==> config.mk <==
export PLATFORM = sky130hd
export DESIGN_NAME = conv_engine_flat
export DESIGN_NICKNAME = d
export VERILOG_FILES = /design/src/common/conv_cfg_pkg.sv /design/src/common/conv_user_pkg.sv /design/src/common/conv_stream_if.sv /design/src/conv_engine/conv_accumulator.sv /design/src/conv_engine/conv_engine.sv /design/src/flat_wrapper.sv
export SDC_FILE = /design/constraint.sdc
export NUM_CORES = 2
export LEC_CHECK = 0
export BUFFER_PORTS_ARGS = -buffer_cell sky130_fd_sc_hd__buf_2
export CORE_UTILIZATION = 50
export CTS_BUF_LIST = sky130_fd_sc_hd__clkbuf_8 sky130_fd_sc_hd__clkbuf_16
export CTS_CLUSTER_DIAMETER = 30
export CTS_CLUSTER_SIZE = 10
export DETAILED_ROUTE_END_ITERATION = 7
export HOLD_SLACK_MARGIN = 0.12
export PLACE_DENSITY = 0.75
export SLEW_MARGIN = 20
export SYNTH_ARGS = -nofsm -noshare
export SYNTH_HDL_FRONTEND = slang
export SYNTH_HIERARCHICAL = 1
export SYNTH_SLANG_ARGS = --single-unit
==> constraint.sdc <==
create_clock -name aclk -period 17.1 [get_ports aclk]
set_input_delay 0.855 -clock aclk [delete_from_list [all_inputs] [get_ports aclk]]
set_output_delay 0.855 -clock aclk [all_outputs]
set_load 0.005 [all_outputs]
==> src/common/conv_cfg_pkg.sv <==
`default_nettype none

// Array shape and word widths of the convolution datapath
package conv_cfg_pkg;

  // Independent convolution copies, each with its own pixels and weights
  localparam int COPIES  = 2;
  localparam int GROUPS  = 2;
  localparam int MEMBERS = 2;
  localparam int UNITS   = 2;

  // Signed input words and the signed running sums
  localparam int WORD_WIDTH     = 8;
  localparam int WORD_WIDTH_ACC = 24;
  localparam int PRODUCT_WIDTH  = 2 * WORD_WIDTH;

  // One output word per copy, group, member and unit
  localparam int OUT_WORDS = COPIES * GROUPS * MEMBERS * UNITS;

  // Flattened buses, lane 0 in the low bits
  localparam int PIXELS_WIDTH   = COPIES * UNITS * WORD_WIDTH;
  localparam int WEIGHTS_WIDTH  = COPIES * GROUPS * MEMBERS * WORD_WIDTH;
  localparam int DATA_OUT_WIDTH = OUT_WORDS * WORD_WIDTH_ACC;

endpackage

`default_nettype wire

==> src/common/conv_user_pkg.sv <==
`default_nettype none

// Sideband layout on the input and output tuser
package conv_user_pkg;

  // Input sideband is {relu, tag}
  localparam int TUSER_WIDTH_IN = 4;

  // ReLU enable, only looked at on the last beat of a packet
  localparam int USER_RELU_BIT = 3;

  // Tag sits in the low bits and is carried through unchanged
  localparam int TAG_WIDTH = 3;

  // Output sideband is just the tag
  localparam int TUSER_WIDTH_OUT = TAG_WIDTH;

endpackage

`default_nettype wire

==> src/common/conv_stream_if.sv <==
`timescale 1ns/1ps
`default_nettype none

// Stream of accumulated results between the engine and the output slice
interface conv_stream_if;

  logic                                    valid;
  logic                                    ready;
  logic                                    last;
  logic [conv_user_pkg::TUSER_WIDTH_OUT-1:0] user;
  logic [conv_cfg_pkg::DATA_OUT_WIDTH-1:0]   data;

  // Producer side
  modport src (
    output valid,
    input  ready,
    output last,
    output user,
    output data
  );

  // Consumer side
  modport snk (
    input  valid,
    output ready,
    input  last,
    input  user,
    input  data
  );

endinterface

`default_nettype wire

==> src/conv_engine/conv_accumulator.sv <==
`timescale 1ns/1ps
`default_nettype none

module conv_accumulator (
  input  logic                                                           aclk,
  input  logic                                                           rst_n,
  input  logic                                                           clken,
  input  logic                                                           in_valid,
  input  logic                                                           in_last,
  input  logic                                                           in_relu,
  input  logic [conv_user_pkg::TAG_WIDTH-1:0]                            in_tag,
  input  logic [conv_cfg_pkg::OUT_WORDS*conv_cfg_pkg::PRODUCT_WIDTH-1:0] in_products,
  output logic                                                           out_valid,
  output logic [conv_cfg_pkg::DATA_OUT_WIDTH-1:0]                        out_sums,
  output logic [conv_user_pkg::TAG_WIDTH-1:0]                            out_tag
);

  logic [conv_cfg_pkg::DATA_OUT_WIDTH-1:0] sums_q;
  logic [conv_cfg_pkg::DATA_OUT_WIDTH-1:0] sums_next;
  logic [conv_cfg_pkg::DATA_OUT_WIDTH-1:0] sums_clamped;
  logic                                    restart_q;
  logic                                    close_q;
  logic                                    relu_q;
  logic [conv_user_pkg::TAG_WIDTH-1:0]     tag_q;

  for (genvar k = 0; k < conv_cfg_pkg::OUT_WORDS; k++) begin : g_lane
    logic signed [conv_cfg_pkg::PRODUCT_WIDTH-1:0]  product;
    logic signed [conv_cfg_pkg::WORD_WIDTH_ACC-1:0] product_ext;
    logic signed [conv_cfg_pkg::WORD_WIDTH_ACC-1:0] sum;

    assign product     = in_products[k * conv_cfg_pkg::PRODUCT_WIDTH +: conv_cfg_pkg::PRODUCT_WIDTH];
    assign product_ext = product;
    assign sum         = sums_q[k * conv_cfg_pkg::WORD_WIDTH_ACC +: conv_cfg_pkg::WORD_WIDTH_ACC];

    // First beat of a packet overwrites whatever the previous packet left behind
    assign sums_next[k * conv_cfg_pkg::WORD_WIDTH_ACC +: conv_cfg_pkg::WORD_WIDTH_ACC] =
      restart_q ? product_ext : sum + product_ext;

    // ReLU clamps negative sums to zero
    assign sums_clamped[k * conv_cfg_pkg::WORD_WIDTH_ACC +: conv_cfg_pkg::WORD_WIDTH_ACC] =
      (relu_q && sum < 0) ? '0 : sum;
  end

  // close_q marks that sums_q now holds a finished packet, out_valid follows it
  always_ff @(posedge aclk) begin
    if (!rst_n) begin
      sums_q    <= '0;
      restart_q <= 1'b1;
      close_q   <= 1'b0;
      out_valid <= 1'b0;
    end else if (clken) begin
      close_q   <= in_valid & in_last;
      out_valid <= close_q;
      if (in_valid) begin
        sums_q    <= sums_next;
        restart_q <= in_last;
      end
    end
  end

  // Flags of the last beat, held until the result is written
  always_ff @(posedge aclk) begin
    if (clken && in_valid && in_last) begin
      relu_q <= in_relu;
      tag_q  <= in_tag;
    end
  end

  // Packets span at least two beats, so the next packet cannot disturb relu_q or tag_q here
  always_ff @(posedge aclk) begin
    if (clken && close_q) begin
      out_sums <= sums_clamped;
      out_tag  <= tag_q;
    end
  end

endmodule

`default_nettype wire

==> src/conv_engine/conv_engine.sv <==
`timescale 1ns/1ps
`default_nettype none

module conv_engine (
  input  logic                                     aclk,
  input  logic                                     rst_n,
  input  logic                                     clken,
  input  logic [conv_cfg_pkg::PIXELS_WIDTH-1:0]    s_data_pixels,
  input  logic [conv_cfg_pkg::WEIGHTS_WIDTH-1:0]   s_data_weights,
  input  logic                                     s_valid,
  output logic                                     s_ready,
  input  logic                                     s_last,
  input  logic [conv_user_pkg::TUSER_WIDTH_IN-1:0] s_user,
  conv_stream_if.src                               m
);

  logic [conv_cfg_pkg::OUT_WORDS*conv_cfg_pkg::PRODUCT_WIDTH-1:0] products_d;
  logic [conv_cfg_pkg::OUT_WORDS*conv_cfg_pkg::PRODUCT_WIDTH-1:0] products_q;
  logic                                     mul_valid;
  logic                                     mul_last;
  logic [conv_user_pkg::TUSER_WIDTH_IN-1:0] mul_user;
  logic                                     acc_valid;
  logic [conv_cfg_pkg::DATA_OUT_WIDTH-1:0]  acc_sums;
  logic [conv_user_pkg::TAG_WIDTH-1:0]      acc_tag;

  // The whole engine is stalled through clken, so it also serves as the input ready
  assign s_ready = clken;

  // Every weight of a copy meets every pixel of that copy.
  // Output lane order is copy, group, member, unit with unit fastest
  for (genvar c = 0; c < conv_cfg_pkg::COPIES; c++) begin : g_copy
    for (genvar g = 0; g < conv_cfg_pkg::GROUPS; g++) begin : g_group
      for (genvar mb = 0; mb < conv_cfg_pkg::MEMBERS; mb++) begin : g_member
        for (genvar u = 0; u < conv_cfg_pkg::UNITS; u++) begin : g_unit
          assign products_d[(((c * conv_cfg_pkg::GROUPS + g) * conv_cfg_pkg::MEMBERS + mb)
                             * conv_cfg_pkg::UNITS + u) * conv_cfg_pkg::PRODUCT_WIDTH
                            +: conv_cfg_pkg::PRODUCT_WIDTH] =
            $signed(s_data_pixels[(c * conv_cfg_pkg::UNITS + u) * conv_cfg_pkg::WORD_WIDTH
                                  +: conv_cfg_pkg::WORD_WIDTH]) *
            $signed(s_data_weights[((c * conv_cfg_pkg::GROUPS + g) * conv_cfg_pkg::MEMBERS + mb)
                                   * conv_cfg_pkg::WORD_WIDTH +: conv_cfg_pkg::WORD_WIDTH]);
        end
      end
    end
  end

  // Multiply stage valid, a beat is taken on any enabled edge with s_valid high
  always_ff @(posedge aclk) begin
    if (!rst_n) begin
      mul_valid <= 1'b0;
    end else if (clken) begin
      mul_valid <= s_valid;
    end
  end

  always_ff @(posedge aclk) begin
    if (clken) begin
      products_q <= products_d;
      mul_last   <= s_last;
      mul_user   <= s_user;
    end
  end

  conv_accumulator accumulator (
    .aclk        (aclk),
    .rst_n       (rst_n),
    .clken       (clken),
    .in_valid    (mul_valid),
    .in_last     (mul_last),
    .in_relu     (mul_user[conv_user_pkg::USER_RELU_BIT]),
    .in_tag      (mul_user[conv_user_pkg::TAG_WIDTH-1:0]),
    .in_products (products_q),
    .out_valid   (acc_valid),
    .out_sums    (acc_sums),
    .out_tag     (acc_tag)
  );

  // Each result closes exactly one packet
  assign m.valid = acc_valid;
  assign m.last  = acc_valid;
  assign m.data  = acc_sums;
  assign m.user  = acc_tag;

endmodule

`default_nettype wire

==> src/flat_wrapper.sv <==
// flat-port wrapper written by rule: the top's interface ports become plain ports
module conv_engine_flat 
  (aclk, rst_n, clken, s_data_pixels, s_data_weights, s_valid, s_ready, s_last, s_user, m_valid, m_ready, m_last, m_user, m_data);
  conv_stream_if m_i ();
  input  logic aclk;
  input  logic rst_n;
  input  logic clken;
  input  logic [conv_cfg_pkg::PIXELS_WIDTH-1:0] s_data_pixels;
  input  logic [conv_cfg_pkg::WEIGHTS_WIDTH-1:0] s_data_weights;
  input  logic s_valid;
  output logic s_ready;
  input  logic s_last;
  input  logic [conv_user_pkg::TUSER_WIDTH_IN-1:0] s_user;
  output wire logic [$bits(m_i.valid)-1:0] m_valid;
  input wire logic [$bits(m_i.ready)-1:0] m_ready;
  output wire logic [$bits(m_i.last)-1:0] m_last;
  output wire logic [$bits(m_i.user)-1:0] m_user;
  output wire logic [$bits(m_i.data)-1:0] m_data;
  assign m_valid = m_i.valid;
  assign m_i.ready = m_ready;
  assign m_last = m_i.last;
  assign m_user = m_i.user;
  assign m_data = m_i.data;
  conv_engine u_core (.aclk(aclk), .rst_n(rst_n), .clken(clken), .s_data_pixels(s_data_pixels), .s_data_weights(s_data_weights), .s_valid(s_valid), .s_ready(s_ready), .s_last(s_last), .s_user(s_user), .m(m_i));
endmodule
==> metrics.md <==
| Metric | Value |
|---|---|
| Synth Cell Area | 95400 um^2 |
| Die area | 192000 um^2 |
| Worst Skew | 0.0594 ns |
| NetSw | 6.33 mW |
| CTS sink count | 1040 |
| IR drop worst, VDD | 113 uV |
| RSZ-0062 raised after global routing | false |
| Core Region | 189000 um^2 |
| CTS resizes | 0 |
| Clock tree buffer depth | 4 |
| IO buf count | 494 |
| Gr ovfl total | 0 |
| Slew Limit Headroom | 0.245 |
| Crit-path max FO | 34 |
| Syn_nets | 11.9k |
| Worst reg-to-reg setup slack | 13.39 ns |
| Period minus WS final | 5.12 ns |
| Die H | 439 um |
| Initial antenna violation count | 42 |
| Post-Layout Cell Count | 13.2k |
| Synth Instances | 10.0k |
| Worst min path class | in2reg |
| Crit-path slowest cell | xnor2_1 |
| Hold path depth | 3 |
| Area Growth Syn to Fin | 14.7% |
| Clock latency on the worst-skew pair | 0.91 ns |
| Final setup vio count | 0 |
| Fin Setup TNS | 0 ns |
| Fill cells | 15.7k |
| Post-synth EDFFs | 652 |
| Post CTS Setup Buffer Count | 0 |
| Status | complete, no violations |
| Arrival @ worst endpoint | 5.71 ns |
| Synth warnings | 6 |
| Power Internal | 10.2 mW |
| Clock network fraction of total power | 0.320 |
| Vias in the first global route | 76.0k |
| Final Cell Area | 109000 um^2 |
| DRT iter0 DRCs | 5595 |
| Final hold vios | 0 |
| FF-to-FF path depth | 11 |
| First-pass GRT wire length | 412000 um |
| Multi-input gate area | 61300 um^2 |
| H-tree levels | 5 |
| GRT Overall Usage | 0.271 |
| Register area share after synthesis | 0.287 |
| Register area | 27400 um^2 |
| Cells after DPL | 12.6k |
| Hold Path Origin | s_valid |
| Setup Crit Path Kind | in2reg |
| Switching share of power | 0.383 |
| Top-level port count | 496 |
| Antenna viol nets, final | 0 |
| Worst slew pin tran | 1.13 ns |
| Dpl cell area | 99800 um^2 |
| CTS tree | built |
| Hpwl dp | 193000 um |
| Ys async rst share | 0 |
| Worst r2r dst | u_core/accumulator/sums_q[23] |
| CTS Buf Count | 279 |
| Via count | 74.1k |
| Sequential group share of total power | 0.221 |
| Post-synth top flop | edfxtp_1 |
| Max-cap violations | 0 |
| Post-Route WL | 265000 um |
| Leakage power | 49.9 nW |
| Post-layout nets | 12.3k |
| Worst-path clk slew | 0.05 ns |
| # DRC | 0 |
| Fin. max-slew vios | 0 |
| Max incr delay on CP | 0.72 ns |
| Share of cells above drive strength 1 | 0.0986 |
| Unique masters post-synth | 83 |
| Reg2reg start | u_core/products_q[1] |
| Drt wl/cell | 20.1 um |
| Pre-Repair DR Iteration Count | 6 |
| Initial Utilization | 0.506 |
| Total Power | 16.5 mW |
| Die X | 439 um |
| Final worst-path cycle share | 0.300 |
| Routability-driven placement congestion ratio | 0.945 |
| Synthesis-stage register bit count | 1040 |
| Largest net degree at the start of global routing | 146 |
| Critical Path Start Type | input port |
| PD cells | 151 nW/um^2 |
| Post-synthesis area per instance | 9.52 um^2 |
| Via-per-instance ratio | 5.63 |
| CP Cell Sequence | buf_2 > nand2_1 > inv_1 > fa_1 > inv_1 > fa_1 > fa_1 > inv_1 > fa_1 > ha_1 > a21o_1 > a21o_1 > a21oi_1 > o21ai_0 > xnor2_1 |
| Crit. End Element | flip-flop |
| Req. time, crit path | 17.69 ns |
| Fmax | 0.195 GHz |
| Most frequent CP cell | fa_1 |
| Hold EP | u_core/mul_valid |
| Fin util | 0.580 |
| Root Driver | clkbuf_16 |
| Rows | 159 |
| Combinational power share | 0.459 |
[per-layer routing]
metal  vias up  track usage  part of all wire  routed length (um)
li1      34300            -                 -                   -
met1     36500        0.345              0.41              109000
met2      2667        0.439              0.46              123000
met3       598       0.0464             0.068               18100
met4        22        0.150             0.054               14400
met5         -            0           0.00047                 125
[logic make-up after synthesis]
kind of cell    after synthesis  synth area share
simple gates               2870             0.156
compound gates             1962             0.132
buf+inv                    1809            0.0713
fa+ha+maj                  1728             0.297
flops                      1040             0.287
xor+xnor                    551            0.0506
mux                          60           0.00656
[cells in the mapped netlist (26+ instances only)]
| cell type | number | area share |
|---|---|---|
| ha_1 | 832 | 0.11 |
| nand2_1 | 708 | 0.028 |
| a21o_1 | 235 | 0.018 |
| edfxtp_1 | 652 | 0.21 |
| fa_1 | 896 | 0.19 |
| nand2b_1 | 88 | 0.0058 |
| a311oi_1 | 63 | 0.0058 |
| nand3_1 | 72 | 0.0038 |
| buf_1 | 27 | 0.0011 |
| nor3_1 | 47 | 0.0025 |
| o22ai_1 | 26 | 0.0017 |
| and2_1 | 1048 | 0.069 |
| inv_1 | 1398 | 0.055 |
| nor2b_1 | 210 | 0.014 |
| dfxtp_1 | 388 | 0.081 |
| nor2_1 | 507 | 0.020 |
| or3_1 | 48 | 0.0031 |
| a31oi_1 | 57 | 0.0037 |
| o211ai_1 | 116 | 0.0091 |
| nand4_1 | 44 | 0.0029 |
| xnor2_1 | 434 | 0.040 |
| xor2_1 | 117 | 0.011 |
| o21bai_1 | 58 | 0.0046 |
| clkbuf_1 | 382 | 0.015 |
| mux2i_1 | 43 | 0.0045 |
| a211oi_1 | 126 | 0.0099 |
| and3_1 | 33 | 0.0022 |
| o21a_1 | 46 | 0.0036 |
| o21ai_0 | 465 | 0.024 |
| a21oi_1 | 522 | 0.027 |
[power by group through the flow]
stage | Clock (mW) | Combinational (mW) | Sequential, mW
after floorplan | 0 | 5.69 | 3.53
after global placement | 0 | 7.12 | 3.66
after detailed placement | 0 | 7.40 | 3.67
after CTS | 5.36 | 7.48 | 3.64
after global routing | 5.49 | 8.43 | 3.68
final | 5.29 | 7.58 | 3.65
[repair_timing]
item                                   4_1_cts  5_1_grt
endpoints found under the hold margin        5        0
setup endpoints to repair                    0        0
hold buffers                                 5        0
[critical path, delay by kind of cell]
| kind | cells | cell delay [ns] |
|---|---|---|
| fa+ha+maj | 5 | 2.26 |
| buf+inv | 4 | 0.97 |
| xor+xnor | 1 | 0.72 |
| compound gates | 4 | 0.61 |
| simple gates | 1 | 0.27 |
[registers in the layout (all words and copies together), names as in the netlist]
name / count
u_core/accumulator/tag_q: 3
u_core/accumulator/out_valid: 1
u_core/products_q: 256
u_core/accumulator/restart_q: 1
u_core/mul_last: 1
u_core/accumulator/out_tag: 3
u_core/mul_user: 4
u_core/accumulator/close_q: 1
u_core/accumulator/out_sums: 384
u_core/accumulator/sums_q: 384
u_core/accumulator/relu_q: 1
u_core/mul_valid: 1
[cell type report]
type | count | share of cell area
repair buffers | 539 | 0.0261
clock inverters | 182 | 0.0186
flip-flops and latches | 1040 | 0.250
multi-input cells | 7171 | 0.560
diodes | 19 | 0.000435
inverters | 1398 | 0.0481
well taps | 2495 | 0.0285
clock buffers | 307 | 0.0683
[worst max path at each step]
stage / start / endpoint / slack, ns / cells after the start
after detailed placement: s_data_pixels[31] / u_core/products_q[191] / 11.25 / 15
final: s_data_pixels[31] / u_core/products_q[191] / 11.98 / 15
after global placement: s_data_pixels[31] / u_core/products_q[191] / 11.27 / 15
after CTS: s_data_pixels[31] / u_core/products_q[191] / 12.16 / 15
after global routing: s_data_pixels[31] / u_core/products_q[191] / 11.87 / 15
after floorplan: clken / u_core/accumulator/out_sums[0] / 6.78 / 1
[placed cells by master (no fill, tap or decap), types with 57 or more instances in the layout]
cell type / n
inv_1: 1439
and2_1: 1046
fa_1: 896
ha_1: 832
nand2_1: 706
edfxtp_1: 652
a21oi_1: 522
nor2_1: 503
buf_2: 492
o21ai_0: 465
xnor2_1: 434
dfxtp_1: 387
clkbuf_16: 288
a21o_1: 235
nor2b_1: 210
a211oi_1: 126
xor2_1: 117
o211ai_1: 116
nand2b_1: 88
nand3_1: 72
a311oi_1: 63
o21bai_1: 58
a31oi_1: 57
[per-stage QoR]
| stage | worst slack [ns] | hold slack [ns] |
|---|---|---|
| 2_1_floorplan | 6.78 | 0.400 |
| 3_3_place_gp | 11.27 | 0.401 |
| 3_5_place_dp | 11.25 | 0.413 |
| 4_1_cts | 12.16 | 0.190 |
| 5_1_grt | 11.87 | 0.232 |
| 6_report | 11.98 | 0.261 |
Note: power is estimated with default switching activity, not from simulation.
