===== config.mk =====
export PLATFORM = sky130hd
export DESIGN_NAME = axis_output_slice_flat
export DESIGN_NICKNAME = d
export VERILOG_FILES = /design/src/common/conv_cfg_pkg.sv /design/src/common/conv_user_pkg.sv /design/src/common/conv_stream_if.sv /design/src/design/axis_output_slice.sv /design/src/flat_wrapper.sv
export SDC_FILE = /design/constraint.sdc
export NUM_CORES = 1
export LEC_CHECK = 0
export ABC_AREA = 1
export CORE_AREA = 2 2 306 308
export CTS_BUF_LIST = sky130_fd_sc_hd__clkbuf_4
export DETAILED_ROUTE_END_ITERATION = 16
export DIE_AREA = 0 0 308 310
export DONT_BUFFER_PORTS = 1
export GPL_TIMING_DRIVEN = 0
export HOLD_SLACK_MARGIN = 0.06
export PLACE_DENSITY_LB_ADDON = 0.2
export SETUP_SLACK_MARGIN = 0.05
export SLEW_MARGIN = 5
export SYNTH_ARGS = -nofsm -noshare
export SYNTH_HDL_FRONTEND = slang
export SYNTH_SLANG_ARGS = --single-unit
export TNS_END_PERCENT = 100

===== constraint.sdc =====
create_clock -name aclk -period 61.7 [get_ports aclk]
set_input_delay 15.425 -clock aclk [delete_from_list [all_inputs] [get_ports aclk]]
set_output_delay 15.425 -clock aclk [all_outputs]
set_load 0.05 [all_outputs]

===== src/common/conv_cfg_pkg.sv =====
`default_nettype none

// Array shape and word widths of the convolution datapath
package conv_cfg_pkg;

  // Independent convolution copies, each with its own pixels and weights
  localparam int COPIES  = 2;
  localparam int GROUPS  = 2;
  localparam int MEMBERS = 2;
  localparam int UNITS   = 2;

  // Signed input words and the signed running sums
  localparam int WORD_WIDTH     = 8;
  localparam int WORD_WIDTH_ACC = 24;
  localparam int PRODUCT_WIDTH  = 2 * WORD_WIDTH;

  // One output word per copy, group, member and unit
  localparam int OUT_WORDS = COPIES * GROUPS * MEMBERS * UNITS;

  // Flattened buses, lane 0 in the low bits
  localparam int PIXELS_WIDTH   = COPIES * UNITS * WORD_WIDTH;
  localparam int WEIGHTS_WIDTH  = COPIES * GROUPS * MEMBERS * WORD_WIDTH;
  localparam int DATA_OUT_WIDTH = OUT_WORDS * WORD_WIDTH_ACC;

endpackage

`default_nettype wire


===== src/common/conv_user_pkg.sv =====
`default_nettype none

// Sideband layout on the input and output tuser
package conv_user_pkg;

  // Input sideband is {relu, tag}
  localparam int TUSER_WIDTH_IN = 4;

  // ReLU enable, only looked at on the last beat of a packet
  localparam int USER_RELU_BIT = 3;

  // Tag sits in the low bits and is carried through unchanged
  localparam int TAG_WIDTH = 3;

  // Output sideband is just the tag
  localparam int TUSER_WIDTH_OUT = TAG_WIDTH;

endpackage

`default_nettype wire


===== src/common/conv_stream_if.sv =====
`timescale 1ns/1ps
`default_nettype none

// Stream of accumulated results between the engine and the output slice
interface conv_stream_if;

  logic                                    valid;
  logic                                    ready;
  logic                                    last;
  logic [conv_user_pkg::TUSER_WIDTH_OUT-1:0] user;
  logic [conv_cfg_pkg::DATA_OUT_WIDTH-1:0]   data;

  // Producer side
  modport src (
    output valid,
    input  ready,
    output last,
    output user,
    output data
  );

  // Consumer side
  modport snk (
    input  valid,
    output ready,
    input  last,
    input  user,
    input  data
  );

endinterface

`default_nettype wire


===== src/design/axis_output_slice.sv =====
`timescale 1ns/1ps
`default_nettype none

// Single register stage between the engine and the AXI-Stream master port.
// Enough here because the engine never offers results on back-to-back cycles
module axis_output_slice (
  input  logic                                      aclk,
  input  logic                                      rst_n,
  conv_stream_if.snk                                s,
  output logic                                      m_tvalid,
  input  logic                                      m_tready,
  output logic                                      m_tlast,
  output logic [conv_user_pkg::TUSER_WIDTH_OUT-1:0] m_tuser,
  output logic [conv_cfg_pkg::DATA_OUT_WIDTH-1:0]   m_tdata
);

  logic load;

  // Room is available when empty, or when the held beat leaves this cycle
  assign s.ready = !m_tvalid || m_tready;
  assign load    = s.valid && s.ready;

  always_ff @(posedge aclk) begin
    if (!rst_n) begin
      m_tvalid <= 1'b0;
    end else if (load) begin
      m_tvalid <= 1'b1;
    end else if (m_tready) begin
      m_tvalid <= 1'b0;
    end
  end

  // Payload only changes on a load, so it is stable while stalled
  always_ff @(posedge aclk) begin
    if (load) begin
      m_tdata <= s.data;
      m_tuser <= s.user;
      m_tlast <= s.last;
    end
  end

endmodule

`default_nettype wire


===== src/flat_wrapper.sv =====
// flat-port wrapper written by rule: the top's interface ports become plain ports
module axis_output_slice_flat 
  (aclk, rst_n, m_tvalid, m_tready, m_tlast, m_tuser, m_tdata, s_valid, s_ready, s_last, s_user, s_data);
  conv_stream_if s_i ();
  input  logic aclk;
  input  logic rst_n;
  output logic m_tvalid;
  input  logic m_tready;
  output logic m_tlast;
  output logic [conv_user_pkg::TUSER_WIDTH_OUT-1:0] m_tuser;
  output logic [conv_cfg_pkg::DATA_OUT_WIDTH-1:0] m_tdata;
  input wire logic [$bits(s_i.valid)-1:0] s_valid;
  output wire logic [$bits(s_i.ready)-1:0] s_ready;
  input wire logic [$bits(s_i.last)-1:0] s_last;
  input wire logic [$bits(s_i.user)-1:0] s_user;
  input wire logic [$bits(s_i.data)-1:0] s_data;
  assign s_i.valid = s_valid;
  assign s_ready = s_i.ready;
  assign s_i.last = s_last;
  assign s_i.user = s_user;
  assign s_i.data = s_data;
  axis_output_slice u_core (.aclk(aclk), .rst_n(rst_n), .s(s_i), .m_tvalid(m_tvalid), .m_tready(m_tready), .m_tlast(m_tlast), .m_tuser(m_tuser), .m_tdata(m_tdata));
endmodule

==> results.json, run 1 <==
{
  "cts_hold_buffers": 0,
  "maxClockFrequency_mhz": 32.1,
  "timing.critical_path.max_delay_family": "simple AND/OR/NAND/NOR gates",
  "first_drt_pass_iteration_count": 4,
  "fill_cells": 9948,
  "p_sw_frac": 0.286,
  "combinationalPowerShare": 0.015,
  "tritoncts.num_buffers": 101,
  "cp-endpoint": "s_ready",
  "crit_path_end_kind": "output port",
  "post-dp-hpwl_um": 30600,
  "crit_chain": "inv_2 > nand2_2",
  "seq_power_share": 0.610,
  "layout_commonest_cell": "sky130_fd_sc_hd__edfxtp_1",
  "cts-root-to-sink-buffers": 3,
  "met2_usage": 0.114,
  "post_cts_resize_count": 0,
  "antenna_found_initial": 22,
  "maxCapViolations": 0,
  "die_width_um": 308,
  "drt-vias-per-instance": 2.81,
  "io_buffer_count": 0,
  "routed_wire_length_per_instance_um": 22.2,
  "setup_viol": 0,
  "final_antenna_net_count": 0,
  "route.final.wire_length_um": 39600,
  "clock_sinks": 389,
  "io_pins": 782,
  "total_power_uw": 611,
  "internal-power_uw": 436,
  "via_count": 5011,
  "clk_latency_worst_skew_pair_ns": 0.87,
  "crit_cells": 2,
  "ys_seq_elements": 389,
  "rows": 112,
  "post-route-drc-count": 0,
  "nets": 903,
  "start_util": 0.127,
  "cts.repair_timing.setup_buffer_count": 0,
  "final_worst_path_cycle_share": 0.505,
  "clockRootBuffer": "sky130_fd_sc_hd__clkbuf_4",
  "power.switching_uw": 175,
  "grt_max_degree": 36,
  "global_route.peak_usage_layer": "met2",
  "core_region_area_mm2": 0.0925,
  "synth_area_mm2": 0.0117,
  "status": "finished clean",
  "timing.critical_path.from_type": "input port",
  "drt-initial-drc-count": 492,
  "critPathRequiredTime_ns": 46.27,
  "timing.slew.headroom": 0.364,
  "worst-slew-pin-transition_ns": 0.952,
  "cts_tree": "built",
  "synth-seq-area-share": 0.997,
  "layout-drive-gt1-share": 0.291,
  "cellPowerDensity_mw_per_mm2": 41.2,
  "grt_util_met3": 0.0504,
  "synth_cell_types": 7,
  "vdd.ir_drop.worst_mv": 0.0152,
  "grt_pass1_vias": 5158,
  "syn_nets": 787,
  "critical_path.n_buffers_inverters": 1,
  "p_leak_nw": 4.67,
  "flow.area_growth_from_synthesis_pct": 26.6,
  "hp-class": "reg2reg",
  "cts.reportedPaths.clkPinSlew_ns": 0.07,
  "r2r-end": "u_core.m_tdata[151]",
  "critical_path_launch_point": "m_tready",
  "global_route.usage.met1": 0.0832,
  "share_clk_of_total_power": 0.375,
  "critPathMaxFanout": 2,
  "synthesis.area_per_instance_um2": 29.6,
  "worstSetupPathType": "in2out",
  "crit_path_top_delay_cell": "sky130_fd_sc_hd__nand2_2",
  "cp_data_arrival_time_ns": 15.71,
  "worst_r2r_path_depth": 7,
  "timing.rr.start": "u_core.m_tvalid",
  "overflow": 0,
  "wire_length_of_the_first_global_routing_pass_um": 48100,
  "syn-instance-count": 395,
  "grt.total_usage": 0.0765,
  "layout_min_cycle_time_ns": 31.13,
  "synth-warning-count": 0,
  "rsz0062_at_grt": "false",
  "die_area_mm2": 0.0955,
  "final-max-slew-violation-count": 0,
  "reg2reg_slack_ns": 58.56,
  "worst_clock_skew_ns": 0.0500,
  "finalWeightedCongestion": 0.924,
  "layout.cells.most_common_list": "sky130_fd_sc_hd__edfxtp_1 (388), sky130_fd_sc_hd__clkbuf_4 (135), sky130_fd_sc_hd__clkinv_1 (18), sky130_fd_sc_hd__buf_12 (10), sky130_fd_sc_hd__clkinv_2 (7)",
  "crit_path_max_incr_delay_ns": 0.24,
  "cts.htree.levels": 3,
  "finalHoldViolCount": 0,
  "fin_setup_tns_ns": 0,
  "die-height_um": 310
}
==> final cells by class <==
cell class | instances | area [um2] | share of cell area
tap | 1197 | 1500 | 0.101
clock inverter | 34 | 285 | 0.0192
antenna | 11 | 27.5 | 0.00186
multi-input combinational | 3 | 31.3 | 0.00211
timing repair buffer | 13 | 283 | 0.0191
sequential | 389 | 11700 | 0.788
clock buffer | 135 | 1010 | 0.0684
inverter | 3 | 11.3 | 0.000760
==> worst min path at each step <==
stage | start | endpoint | slack, ns | depth (start not counted)
after floorplan | u_core.m_tvalid | u_core.m_tvalid | 0.92 | 2
after global placement | u_core.m_tvalid | u_core.m_tvalid | 1.00 | 2
after detailed placement | u_core.m_tvalid | u_core.m_tvalid | 1.03 | 2
after CTS | u_core.m_tvalid | u_core.m_tvalid | 1.04 | 2
after global routing | u_core.m_tvalid | u_core.m_tvalid | 1.06 | 2
final | u_core.m_tvalid | u_core.m_tvalid | 1.04 | 2
==> cells by family (layout without fill, tap and decap cells) <==
| family | Yosys count | in the layout | share of synthesized area |
|---|---|---|---|
| other cells | 0 | 11 | 0 |
| compound gates | 2 | 2 | 0.00118 |
| buf+inv | 3 | 185 | 0.000962 |
| simple gates | 1 | 1 | 0.000535 |
| flops | 389 | 389 | 0.997 |
==> layer usage <==
metal / vias up / share of wire
met5: - / 0.0036
met2: 465 / 0.48
met3: 104 / 0.13
li1: 1918 / -
met1: 2506 / 0.35
met4: 18 / 0.029
==> power by group through the flow <==
| stage | registers [mW] | clock network, mW | logic (mW) |
|---|---|---|---|
| finish | 0.372 | 0.229 | 0.00940 |
| global route | 0.374 | 0.254 | 0.0103 |
| CTS | 0.373 | 0.243 | 0.00961 |
| detailed placement | 0.378 | 0 | 0.00963 |
| global placement | 0.394 | 0 | 0.00596 |
| floorplan | 0.383 | 0 | 0.00476 |
==> metrics by stage <==
stage	utilization	worst slack, ns	hold slack, ns	cell area [um2]	instances
floorplan	-	26.35	0.924	11700	395
global placement	0.143	21.20	1.00	13200	1592
detailed placement	0.146	30.57	1.03	13500	1605
CTS	0.160	30.57	1.04	14800	1774
global route	0.160	30.57	1.06	14800	1778
finish	0.160	30.57	1.04	14800	1785
==> state kept, by name, summed over array words and instances (netlist names) <==
register / count
u_core.m_tdata: 384
u_core.m_tlast: 1
u_core.m_tuser: 3
u_core.m_tvalid: 1
==> Yosys cell counts <==
library cell | number | area [um2]
sky130_fd_sc_hd__edfxtp_1 | 388 | 11700
sky130_fd_sc_hd__inv_1 | 2 | 7.51
sky130_fd_sc_hd__a21oi_1 | 1 | 5.00
sky130_fd_sc_hd__a21oi_2 | 1 | 8.76
sky130_fd_sc_hd__dfxtp_1 | 1 | 20.0
sky130_fd_sc_hd__inv_2 | 1 | 3.75
sky130_fd_sc_hd__nand2_2 | 1 | 6.26
No activity file was read; power rests on OpenSTA's default activity.
==> run 2, diff against run 1 <==
Settings changed: ABC_AREA 1 to 0.
Clock period 61.7 ns to 32.5 ns, I/O delays scaled along.
==> run 2 against run 1 <==
Compared with the run above: via count is 6.5% lower; sequential share of layout area is 1.3 points higher; critical path type unchanged; utilization is 0.25 points lower.
==> results.json, run 2 <==
{
  "layout_commonest_cell": "sky130_fd_sc_hd__edfxtp_1",
  "routed.top_layer": "met5",
  "max_flop_register": "u_core.m_tdata",
  "post-synth-top-count-cell": "sky130_fd_sc_hd__edfxtp_1",
  "nets": 887,
  "timing.slew.headroom": 0.562,
  "finalHoldViolCount": 0,
  "cts.reportedPaths.clkPinSlew_ns": 0.07,
  "cellPowerDensity_mw_per_mm2": 77.4,
  "drt-vias-per-instance": 2.65,
  "layout_top_registers": "u_core.m_tdata x384, u_core.m_tuser x3",
  "die-height_um": 310,
  "crit_path_top_delay_cell": "sky130_fd_sc_hd__nand2b_4",
  "cts-root-to-sink-buffers": 3,
  "grt_pass1_vias": 4882,
  "cts_tree": "built",
  "timing.critical_path.from_type": "input port",
  "p_leak_nw": 4.55,
  "io_pins": 782,
  "hold_startpoint": "u_core.m_tvalid",
  "post-route-worst-setup-slack_ns": 16.04,
  "timing.hold.worst_path_depth": 2,
  "first_drt_pass_iteration_count": 4,
  "cts.htree.levels": 3,
  "tritoncts.num_buffers": 95,
  "timing.critical_path.max_delay_family": "simple AND/OR/NAND/NOR gates",
  "final-max-slew-violation-count": 0,
  "async_reset_ff_frac": 0,
  "route.final.wire_length_um": 32500,
  "die_area_mm2": 0.0955,
  "crit_chain": "nand2b_4",
  "number_of_flip_flops_in_the_largest_register": 384,
  "wire_length_of_the_first_global_routing_pass_um": 39900,
  "layout.cells.most_common_list": "sky130_fd_sc_hd__edfxtp_1 (388), sky130_fd_sc_hd__clkbuf_4 (128), sky130_fd_sc_hd__clkinv_1 (17), sky130_fd_sc_hd__clkinv_2 (7)",
  "synth.top_cells.by_area": "sky130_fd_sc_hd__edfxtp_1 (100%), sky130_fd_sc_hd__dfxtp_1 (0.17%), sky130_fd_sc_hd__nand2b_4 (0.12%)",
  "rsz0062_at_grt": "false",
  "reg2reg_slack_ns": 29.59,
  "post-dp-hpwl_um": 24400,
  "die_width_um": 308,
  "routed_wire_length_per_instance_um": 18.4,
  "status": "finished clean",
  "ys_seq_elements": 389,
  "critPathMaxFanout": 3,
  "maxCapViolations": 0,
  "cts.repair_timing.setup_buffer_count": 0,
  "flow.area_growth_from_synthesis_pct": 24.6,
  "syn-instance-count": 393,
  "cp_data_arrival_time_ns": 8.33,
  "clockRootBuffer": "sky130_fd_sc_hd__clkbuf_4",
  "drt-initial-drc-count": 335,
  "synthesis.area_per_instance_um2": 29.8,
  "overflow": 0,
  "rows": 112,
  "layout_min_cycle_time_ns": 16.46,
  "whs_endpoint": "u_core.m_tvalid",
  "clock_sinks": 389,
  "critical_path.n_buffers_inverters": 0,
  "hp-class": "reg2reg",
  "synth_top_area_frac": 0.995,
  "syn_nets": 785,
  "fill_cells": 9986,
  "worst-slew-pin-transition_ns": 0.658,
  "detail_route.wirelength.met1_um": 8980,
  "cts_hold_buffers": 0,
  "synth-seq-area-share": 0.997,
  "area_used_by_multi_input_combinational_logic_um2": 33.8,
  "start_util": 0.127,
  "antenna_found_initial": 19,
  "crit_path_max_incr_delay_ns": 0.21,
  "synth-warning-count": 0,
  "finalWeightedCongestion": 0.733,
  "worst_clock_skew_ns": 0.0413,
  "vdd.ir_drop.worst_mv": 0.0221,
  "met3_length_um": 4700,
  "grt.total_usage": 0.0616,
  "seq_area_mm2": 0.0117,
  "setup_viol": 0,
  "ys_dominant_reg_cell": "sky130_fd_sc_hd__edfxtp_1",
  "grt_max_degree": 79,
  "io_buffer_count": 0,
  "synth_top_cell_by_area": "sky130_fd_sc_hd__edfxtp_1",
  "routed-wl-met2_um": 17700,
  "r2r-end": "u_core.m_tdata[20]",
  "final_antenna_net_count": 0,
  "core_region_area_mm2": 0.0925,
  "final_worst_path_cycle_share": 0.506,
  "dp_slack_ns": 16.04,
  "crit_path_end_kind": "output port",
  "via_count": 4683,
  "timing.rr.start": "u_core.m_tvalid",
  "synth_cell_types": 6,
  "layout-drive-gt1-share": 0.273,
  "worstSetupPathType": "in2out",
  "total_power_mw": 1.13,
  "clk_latency_worst_skew_pair_ns": 0.89,
  "post-route-drc-count": 0,
  "worst_r2r_path_depth": 5,
  "critPathRequiredTime_ns": 24.37,
  "post_cts_resize_count": 0,
  "synth_enable_flop_cells": 388,
  "synth_area_mm2": 0.0117,
  "fin_setup_tns_ns": 0,
  "maxClockFrequency_mhz": 60.8
}
==> run 2: cell types whose count changed after synthesis, sizes merged <==
cell | previous run | this run
a21boi | 0 | 1
and2 | 0 | 1
inv | 3 | 1
a21oi | 2 | 0
nand2 | 1 | 0
nand2b | 0 | 1
==> run 2: area by class of cell <==
| cell class | instances | area share |
|---|---|---|
| inverters | 1 | 0.000257 |
| flip-flops and latches | 389 | 0.800 |
| repair buffers | 5 | 0.00943 |
| clock inverters | 34 | 0.0182 |
| multi-input cells | 3 | 0.00232 |
| diodes | 7 | 0.00120 |
| well taps | 1197 | 0.103 |
| clock buffers | 128 | 0.0659 |
==> run 2: where the power goes <==
part	total (mW)	switching [mW]	internal, mW	leakage [nW]
logic	0.0147	0.0122	0.00250	0.0832
clock network	0.411	0.195	0.215	0.704
registers	0.704	0.113	0.591	3.76
total	1.13	0.321	0.808	4.55
==> run 2: worst max-delay path by stage <==
stage          startpoint      end  slack [ns]  cells after the start
2_1_floorplan    m_tready  s_ready       16.05                      1
4_1_cts          m_tready  s_ready       16.04                      1
6_report         m_tready  s_ready       16.04                      1
5_1_grt          m_tready  s_ready       16.04                      1
3_5_place_dp     m_tready  s_ready       16.04                      1
3_3_place_gp     m_tready  s_ready       16.04                      1
==> run 2: stage by stage <==
stage               hold WS (ns)   util  area, um2  std cells
floorplan                  0.863      -      11700        393
finish                     0.893  0.158      14600       1764
CTS                        0.903  0.158      14600       1757
global route               0.915  0.158      14600       1762
global placement           0.908  0.143      13200       1590
detailed placement         0.893  0.144      13300       1595
==> run 2: kinds of logic (layout without fill, tap and decap cells) <==
kind of cell	after synthesis	count (layout)	synth area share
compound gates	1	1	0.000962
buf+inv	1	168	0.000320
flops	389	389	0.997
other cells	0	7	0
simple gates	2	2	0.00192
==> run 2: routing by layer <==
metal / GRT usage / up-vias
li1: - / 1878
met1: 0.0495 / 2216
met2: 0.108 / 491
met3: 0.0448 / 90
met4: 0.0339 / 8
met5: 0 / -
==> run 2: tightest hold or removal path, stage by stage (launching register included) <==
cell and delay (ns):
sky130_fd_sc_hd__dfxtp_1 0.50, sky130_fd_sc_hd__nand2b_4 0.28, sky130_fd_sc_hd__a21boi_2 0.07
